===== src/vga_params.svh =====
// VGA display timing and bus sizes

`ifndef VGA_PARAMS_SVH
`define VGA_PARAMS_SVH

// ------------------------------
// horizontal timing in clocks
// ------------------------------
`define H_DISPLAY      16
`define H_FRONT_PORCH  2
`define H_SYNC_PULSE   3
`define H_BACK_PORCH   3
`define H_COUNT        (`H_DISPLAY + `H_FRONT_PORCH + `H_SYNC_PULSE + `H_BACK_PORCH)

// ------------------------------
// vertical timing in lines
// ------------------------------
`define V_DISPLAY      8
`define V_FRONT_PORCH  1
`define V_SYNC_PULSE   2
`define V_BACK_PORCH   1
`define V_COUNT        (`V_DISPLAY + `V_FRONT_PORCH + `V_SYNC_PULSE + `V_BACK_PORCH)

// counter widths
`define H_SIZE         5
`define V_SIZE         4

// frame buffer, H_DISPLAY must stay a power of two
`define FB_AW          7

// wishbone slave
`define WB_AW          8
`define WB_DW          16
`define CTRL_ADDR      128

// counter, memory and pin registers
`define SCAN_LATENCY   3

`endif


===== src/vga_pkg.sv =====
// VGA shared types

`default_nettype none

`include "vga_params.svh"

package vga_pkg;

    // 12-bit colour, red in the top nibble
    typedef struct packed {
        logic [3:0] r;
        logic [3:0] g;
        logic [3:0] b;
    } rgb_t;

    // pixel index, row and column side by side
    typedef logic [`FB_AW-1:0] fb_addr_t;

    // control bits carried along the scan pipeline
    typedef struct packed {
        logic hsync;
        logic vsync;
        logic video_on;
    } sync_t;

endpackage

`default_nettype wire


===== src/vga_timing_gen.sv =====
// VGA raster timing generator

`timescale 1ns/1ps
`default_nettype none

`include "vga_params.svh"

module vga_timing_gen (
    input  wire                    pixel_clk,
    input  wire                    arst_n,
    input  wire                    enable,
    output vga_pkg::fb_addr_t      scan_addr,
    output vga_pkg::sync_t         scan_sync
);

    import vga_pkg::*;

    // column bits of the pixel address, the rest is the row
    localparam int HA_W = $clog2(`H_DISPLAY);
    localparam int VA_W = `FB_AW - HA_W;

    logic [`H_SIZE-1:0] h;
    logic [`V_SIZE-1:0] v;
    logic               h_last;
    logic               v_last;
    logic               h_sync_on;
    logic               v_sync_on;
    logic               visible;

    // ------------------------------
    // raster counters
    // ------------------------------
    assign h_last = (h == `H_COUNT - 1);
    assign v_last = (v == `V_COUNT - 1);

    always_ff @(posedge pixel_clk or negedge arst_n) begin
        if (!arst_n) begin
            h <= '0;
            v <= '0;
        end else if (!enable) begin
            // parked at the top left corner
            h <= '0;
            v <= '0;
        end else begin
            if (h_last) begin
                h <= '0;
                v <= v_last ? '0 : v + 1'b1;
            end else begin
                h <= h + 1'b1;
            end
        end
    end

    // ------------------------------
    // decode
    // ------------------------------
    // line order is display, front porch, sync, back porch
    assign h_sync_on = (h >= `H_DISPLAY + `H_FRONT_PORCH) &&
                       (h <  `H_DISPLAY + `H_FRONT_PORCH + `H_SYNC_PULSE);
    assign v_sync_on = (v >= `V_DISPLAY + `V_FRONT_PORCH) &&
                       (v <  `V_DISPLAY + `V_FRONT_PORCH + `V_SYNC_PULSE);
    assign visible   = (h < `H_DISPLAY) && (v < `V_DISPLAY);

    assign scan_addr = fb_addr_t'({v[VA_W-1:0], h[HA_W-1:0]});

    // syncs are active low, everything idle while disabled
    always_comb begin
        scan_sync.hsync    = !(enable && h_sync_on);
        scan_sync.vsync    = !(enable && v_sync_on);
        scan_sync.video_on = enable && visible;
    end

endmodule

`default_nettype wire


===== src/wb_frame_buffer.sv =====
// Frame buffer with Wishbone slave port

`timescale 1ns/1ps
`default_nettype none

`include "vga_params.svh"

module wb_frame_buffer (
    input  wire                    pixel_clk,
    input  wire                    arst_n,
    // wishbone classic slave
    input  wire                    cyc,
    input  wire                    stb,
    input  wire                    we,
    input  wire  [`WB_AW-1:0]      adr,
    input  wire  [`WB_DW-1:0]      dat_w,
    output logic [`WB_DW-1:0]      dat_r,
    output logic                   ack,
    // control
    output logic                   enable,
    // scan read port
    input  vga_pkg::fb_addr_t      scan_addr,
    output vga_pkg::rgb_t          scan_rgb
);

    import vga_pkg::*;

    localparam int FB_DEPTH = 1 << `FB_AW;
    localparam int RGB_W    = $bits(rgb_t);

    rgb_t               mem [FB_DEPTH];
    logic               bus_req;
    logic               pix_sel;
    logic               ctrl_sel;
    fb_addr_t           bus_addr;
    logic [`WB_DW-1:0]  rd_word;

    // ------------------------------
    // bus decode
    // ------------------------------
    // new request only while ack is low, so ack pulses every other cycle
    assign bus_req  = cyc && stb && !ack;
    assign pix_sel  = (adr[`WB_AW-1:`FB_AW] == '0);
    assign ctrl_sel = (adr == `CTRL_ADDR);
    assign bus_addr = adr[`FB_AW-1:0];

    always_ff @(posedge pixel_clk or negedge arst_n) begin
        if (!arst_n) begin
            ack <= 1'b0;
        end else begin
            ack <= bus_req;
        end
    end

    // scan enable lives in bit 0
    always_ff @(posedge pixel_clk or negedge arst_n) begin
        if (!arst_n) begin
            enable <= 1'b0;
        end else if (bus_req && we && ctrl_sel) begin
            enable <= dat_w[0];
        end
    end

    // ------------------------------
    // read mux
    // ------------------------------
    // unmapped addresses read as zero
    always_comb begin
        rd_word = '0;
        if (pix_sel) begin
            rd_word[RGB_W-1:0] = mem[bus_addr];
        end else if (ctrl_sel) begin
            rd_word[0] = enable;
        end
    end

    // ------------------------------
    // pixel memory
    // ------------------------------
    always_ff @(posedge pixel_clk) begin
        if (bus_req && we && pix_sel) begin
            mem[bus_addr] <= rgb_t'(dat_w[RGB_W-1:0]);
        end
        if (bus_req) begin
            dat_r <= rd_word;
        end
        // second port, one cycle read for the scan pipeline
        scan_rgb <= mem[scan_addr];
    end

endmodule

`default_nettype wire


===== src/vga_stage_delay.sv =====
// Pipeline delay stage for any payload

`timescale 1ns/1ps
`default_nettype none

module vga_stage_delay #(
    parameter type      payload_t = logic,
    parameter int       DEPTH     = 1,
    // value held out of reset
    parameter payload_t IDLE      = '0
) (
    input  wire         pixel_clk,
    input  wire         arst_n,
    input  payload_t    in_data,
    output payload_t    out_data
);

    payload_t pipe [DEPTH];

    always_ff @(posedge pixel_clk or negedge arst_n) begin
        if (!arst_n) begin
            for (int i = 0; i < DEPTH; i++) begin
                pipe[i] <= IDLE;
            end
        end else begin
            pipe[0] <= in_data;
            // shift towards the output
            for (int i = 1; i < DEPTH; i++) begin
                pipe[i] <= pipe[i-1];
            end
        end
    end

    assign out_data = pipe[DEPTH-1];

endmodule

`default_nettype wire


===== src/vga_output_stage.sv =====
// VGA pin registers with blanking

`timescale 1ns/1ps
`default_nettype none

module vga_output_stage (
    input  wire                 pixel_clk,
    input  wire                 arst_n,
    input  vga_pkg::rgb_t       rgb,
    input  vga_pkg::sync_t      sync,
    output logic [3:0]          vga_r,
    output logic [3:0]          vga_g,
    output logic [3:0]          vga_b,
    output logic                vga_hsync,
    output logic                vga_vsync
);

    import vga_pkg::*;

    rgb_t pix;

    // black outside the visible area
    assign pix = sync.video_on ? rgb : '0;

    always_ff @(posedge pixel_clk or negedge arst_n) begin
        if (!arst_n) begin
            vga_r     <= '0;
            vga_g     <= '0;
            vga_b     <= '0;
            vga_hsync <= 1'b1;
            vga_vsync <= 1'b1;
        end else begin
            vga_r     <= pix.r;
            vga_g     <= pix.g;
            vga_b     <= pix.b;
            vga_hsync <= sync.hsync;
            vga_vsync <= sync.vsync;
        end
    end

endmodule

`default_nettype wire


===== src/vga_core.sv =====
// VGA core with on-chip frame buffer

`timescale 1ns/1ps
`default_nettype none

`include "vga_params.svh"

module vga_core (
    input  wire                  pixel_clk,
    input  wire                  arst_n,
    // wishbone classic slave
    input  wire                  cyc,
    input  wire                  stb,
    input  wire                  we,
    input  wire  [`WB_AW-1:0]    adr,
    input  wire  [`WB_DW-1:0]    dat_w,
    output wire  [`WB_DW-1:0]    dat_r,
    output wire                  ack,
    // vga pins
    output wire  [3:0]           vga_r,
    output wire  [3:0]           vga_g,
    output wire  [3:0]           vga_b,
    output wire                  vga_hsync,
    output wire                  vga_vsync
);

    import vga_pkg::*;

    // syncs inactive and no video
    localparam sync_t SYNC_IDLE = '{hsync: 1'b1, vsync: 1'b1, video_on: 1'b0};

    logic       enable;
    fb_addr_t   scan_addr;
    sync_t      scan_sync;
    sync_t      sync_d;
    rgb_t       scan_rgb;

    // ------------------------------
    // scan pipeline
    // ------------------------------
    vga_timing_gen u_timing (
        .pixel_clk (pixel_clk),
        .arst_n    (arst_n),
        .enable    (enable),
        .scan_addr (scan_addr),
        .scan_sync (scan_sync)
    );

    wb_frame_buffer u_fb (
        .pixel_clk (pixel_clk),
        .arst_n    (arst_n),
        .cyc       (cyc),
        .stb       (stb),
        .we        (we),
        .adr       (adr),
        .dat_w     (dat_w),
        .dat_r     (dat_r),
        .ack       (ack),
        .enable    (enable),
        .scan_addr (scan_addr),
        .scan_rgb  (scan_rgb)
    );

    // match the memory read, counter and pin stages make up the rest
    vga_stage_delay #(
        .payload_t (sync_t),
        .DEPTH     (`SCAN_LATENCY - 2),
        .IDLE      (SYNC_IDLE)
    ) u_sync_delay (
        .pixel_clk (pixel_clk),
        .arst_n    (arst_n),
        .in_data   (scan_sync),
        .out_data  (sync_d)
    );

    vga_output_stage u_out (
        .pixel_clk (pixel_clk),
        .arst_n    (arst_n),
        .rgb       (scan_rgb),
        .sync      (sync_d),
        .vga_r     (vga_r),
        .vga_g     (vga_g),
        .vga_b     (vga_b),
        .vga_hsync (vga_hsync),
        .vga_vsync (vga_vsync)
    );

endmodule

`default_nettype wire


===== config.mk =====
export PLATFORM = sky130hd
export DESIGN_NAME = vga_core
export DESIGN_NICKNAME = d
export VERILOG_FILES = /design/src/vga_pkg.sv /design/src/vga_timing_gen.sv /design/src/wb_frame_buffer.sv /design/src/vga_stage_delay.sv /design/src/vga_output_stage.sv /design/src/vga_core.sv
export VERILOG_INCLUDE_DIRS = /design/src /design/src/src
export SDC_FILE = /design/constraint.sdc
export NUM_CORES = 2
export LEC_CHECK = 0
export ABC_AREA = 1
export BUFFER_PORTS_ARGS = -buffer_cell sky130_fd_sc_hd__buf_2
export CORE_ASPECT_RATIO = 1.4
export CORE_UTILIZATION = 30
export DETAILED_ROUTE_END_ITERATION = 6
export PLACE_DENSITY_LB_ADDON = 0.08
export SETUP_SLACK_MARGIN = 0.15
export SKIP_CTS_REPAIR_TIMING = 1
export SLEW_MARGIN = 10
export SYNTH_ARGS = -nofsm -noshare
export SYNTH_HDL_FRONTEND = slang
export SYNTH_SLANG_ARGS = --single-unit

===== constraint.sdc =====
create_clock -name pixel_clk -period 4 [get_ports pixel_clk]
set_input_delay 0 -clock pixel_clk [delete_from_list [all_inputs] [get_ports pixel_clk]]
set_output_delay 0 -clock pixel_clk [all_outputs]
set_load 0.05 [all_outputs]

==> impl_metrics.yaml <==
power_and_ir_drop:
  p_leak_nw: 37.4
  cellPowerDensity_nw_per_um2: 545
  clock_power_share: 0.331
  p_int_mw: 31.6
  power.switching_mw: 18.6
  netSwitchingFraction: 0.371
  ir_drop_mv: 0.531
  pwr-share-comb: 0.296
  p_total_mw: 50.2
  seq_power_share: 0.374
setup_path:
  r2r_slack_ns: 0.69
  crit_family: "simple AND/OR/NAND/NOR gates"
  crit_required_ns: 4.50
  cp.depth: 7
  path_cells: "nor2_1 > nand2_1 > nor2_1 > nand3_2 > buf_4 > nor2_1 > buf_4"
  crit_path_max_incr_delay_ns: 0.79
  worstSetupPathType: "reg -> reg"
  cp-startpoint: "u_fb.ack"
  end_kind: "register"
  r2r-start: "u_fb.ack"
  crit_buf_inv: 2
  timing.rr.end: "u_fb.mem[90][2]"
  cp.arrival_ns: 3.80
  cp_max_fo: 12
  critPathMostFrequentCell: "nor2_1"
  crit_end: "u_fb.mem[90][2]"
  worstSetupStartpointType: "register"
  rr_worst_depth: 7
  crit_slowest_cell: "nand3_2"
logic_synthesis:
  yosys.area.top_type: "edfxtp_1"
  synth_edf_count: 1548
  synthArstFlopShare: 0.0176
  yosysTopAreaCellShare: 0.577
  synthCells: 9282
  ys_warn_count: 0
  avgSynthCellArea_um2: 8.68
  synth_top_cells_by_count: "3468 x nand2_1, 1548 x edfxtp_1, 1193 x o21ai_0"
  synth_cell_types: 37
  synth_area_leaders: "edfxtp_1 58%, nand2_1 16%, o21ai_0 7.4%"
  ys_seq_area_frac: 0.589
  synth_flop_cell: "edfxtp_1"
  synth_area_um2: 80600
  synth_seq_cells: 1588
  synth_most_common_cell: "nand2_1"
drt:
  vias: 65900
  vias_per_cell: 5.09
  drt_pass1_iterations: 7
  drc: 2
  routed_wl_um: 332000
  antenna_left: 0
  wire_per_inst_um: 25.6
  drt_iter0_markers: 5832
clock_tree:
  tritoncts: "done"
  numCtsBuffers: 181
  clk_latency_ns: 0.84
  htree_levels: 4
  path_clk_slew_ns: 0.06
  cts.sinks: 1588
  clockBufferDepth: 4
  cts_root_buffer: "clkbuf_16"
global_routing:
  top_usage_layer: "met2"
  grt_start_max_net_pins: 127
  grtUsageMet1: 0.312
  grt.met3_usage: 0.0240
  grt_pass1_vias: 62200
  grt_pass1_wl_um: 465000
  use_met2: 0.404
  track_usage: 0.240
  grt_antenna_before_repair: 17
  overflow: 0
placed_design:
  dp.cells: 12600
  hpwl_um: 207000
  place_ws_ns: 0.724
  place.gp.congestion: 0.899
  port_buffers: 51
  placed_cell_area_um2: 86100
final_layout:
  finalNonFillerCells: 13000
  syn2layout_area_growth_pct: 14.2
  fill_cells: 27200
  multi_input_area_um2: 27400
  area.sequential_um2: 47400
  drive_above_1_share: 0.0764
  final_util: 0.345
  final_nets: 9344
  final_area_um2: 92100
timing:
  drv_slew: 0
  setup_slack_ns: 0.695
  fmax_mhz: 303
  setup-violations-final: 0
  holdWs_ns: 0.0833
  relSlewSlack: 0.191
  skew_ns: 0.0400
  finalSetupTns_ns: 0
  hold_viol_final: 0
  period_needed_ns: 3.31
  rsz0062_at_grt: "no"
  worst_pin_slew_ns: 1.21
  min_period_over_period: 0.826
die:
  die_area_um2: 271000
  pin_count: 60
  die_width_um: 440
  core_um2: 267000
  initial_core_util: 0.302
  row_count: 224
  die_h_um: 615
outcome:
  outcome: "finished, violations left"
  violations: "design-rule violations"
job:
  drv_cap: 0
min_path:
  hp-class: "in -> reg"
## registers in the layout (all words and copies together), names as in the netlist, 3 cells and up
| register | count |
|---|---|
| u_fb.dat_r | 12 |
| u_fb.mem | 1536 |
| u_fb.scan_rgb | 12 |
| u_out.vga_b | 4 |
| u_out.vga_g | 4 |
| u_out.vga_r | 4 |
| u_sync_delay.out_data | 3 |
| u_timing.h | 5 |
| u_timing.v | 4 |
## cells in the final DEF (no fill, tap or decap), types with 5 or more instances in the layout
cell type,instances
clkbuf_1,37
o211ai_1,120
nor2_1,578
a21oi_1,447
or2_1,16
nand2_1,3464
buf_4,321
buf_12,73
clkbuf_16,188
o21ai_1,116
o21ai_0,1193
nor2_4,8
nand4_1,81
inv_1,726
nor3_1,10
buf_6,7
clkinv_1,44
dfrtp_1,21
dlygate4sd3_1,20
diode_2,8
o22ai_1,52
edfxtp_1,1548
nand3_2,8
clkbuf_8,5
bufinv_16,13
buf_2,36
clkinv_2,34
dfxtp_1,12
nand3_1,227
## final cells by class
cell class                      count  share of cell area
Clock buffer                      229              0.0532
Tap cell                         3503              0.0476
Antenna cell                        8            0.000217
Clock inverter                     96             0.00863
Inverter                          737              0.0304
Multi-Input combinational cell   6343               0.297
Sequential cell                  1588               0.515
Timing Repair Buffer              460              0.0475
## worst reg2reg max path: stages (launching register included)
cell,delay [ns]
dfrtp_1,0.37
nor2_1,0.17
nand2_1,0.07
nor2_1,0.65
nand3_2,0.79
buf_4,0.48
nor2_1,0.12
buf_4,0.29
## cells by family (layout without fill, tap and decap cells)
group / count (synthesis) / in the layout / share of synthesized area
buffers and inverters: 1354 / 1522 / 0.0736
AND/OR/NAND/NOR: 4399 / 4399 / 0.212
adder cells (fa/ha/maj): 4 / 4 / 0.000621
XOR/XNOR: 2 / 2 / 0.000217
multiplexers: 1 / 1 / 0.000124
flip-flops: 1588 / 1588 / 0.589
other: 1 / 12 / 0.0000465
AO/OA/AOI/OAI: 1933 / 1933 / 0.125
## per-layer routing
layer,routed length [µm],part of all wire
met2,160000,0.48
met4,14800,0.045
met5,40,0.00012
met3,17600,0.053
met1,140000,0.42
## power groups by stage
stage	clock network (mW)	logic, mW	registers [mW]
detailed placement	0	14.8	19.1
finish	16.6	14.8	18.8
floorplan	0	7.27	19.1
global placement	0	14.8	19.1
CTS	17.0	14.9	18.7
global route	17.5	15.8	18.8
## worst min path at each step
stage / start / endpoint / slack [ns] / depth (start not counted)
2_1_floorplan: arst_n / u_fb.ack / -0.30 / 0
3_3_place_gp: arst_n / u_out.vga_b[0] / 0.09 / 1
3_5_place_dp: arst_n / u_out.vga_b[0] / 0.08 / 1
4_1_cts: arst_n / u_out.vga_b[0] / -0.84 / 1
5_1_grt: adr[6] / u_fb.dat_r[4] / 0.07 / 5
6_report: adr[6] / u_fb.dat_r[4] / 0.08 / 5
Power figures use the tool's default switching activity.
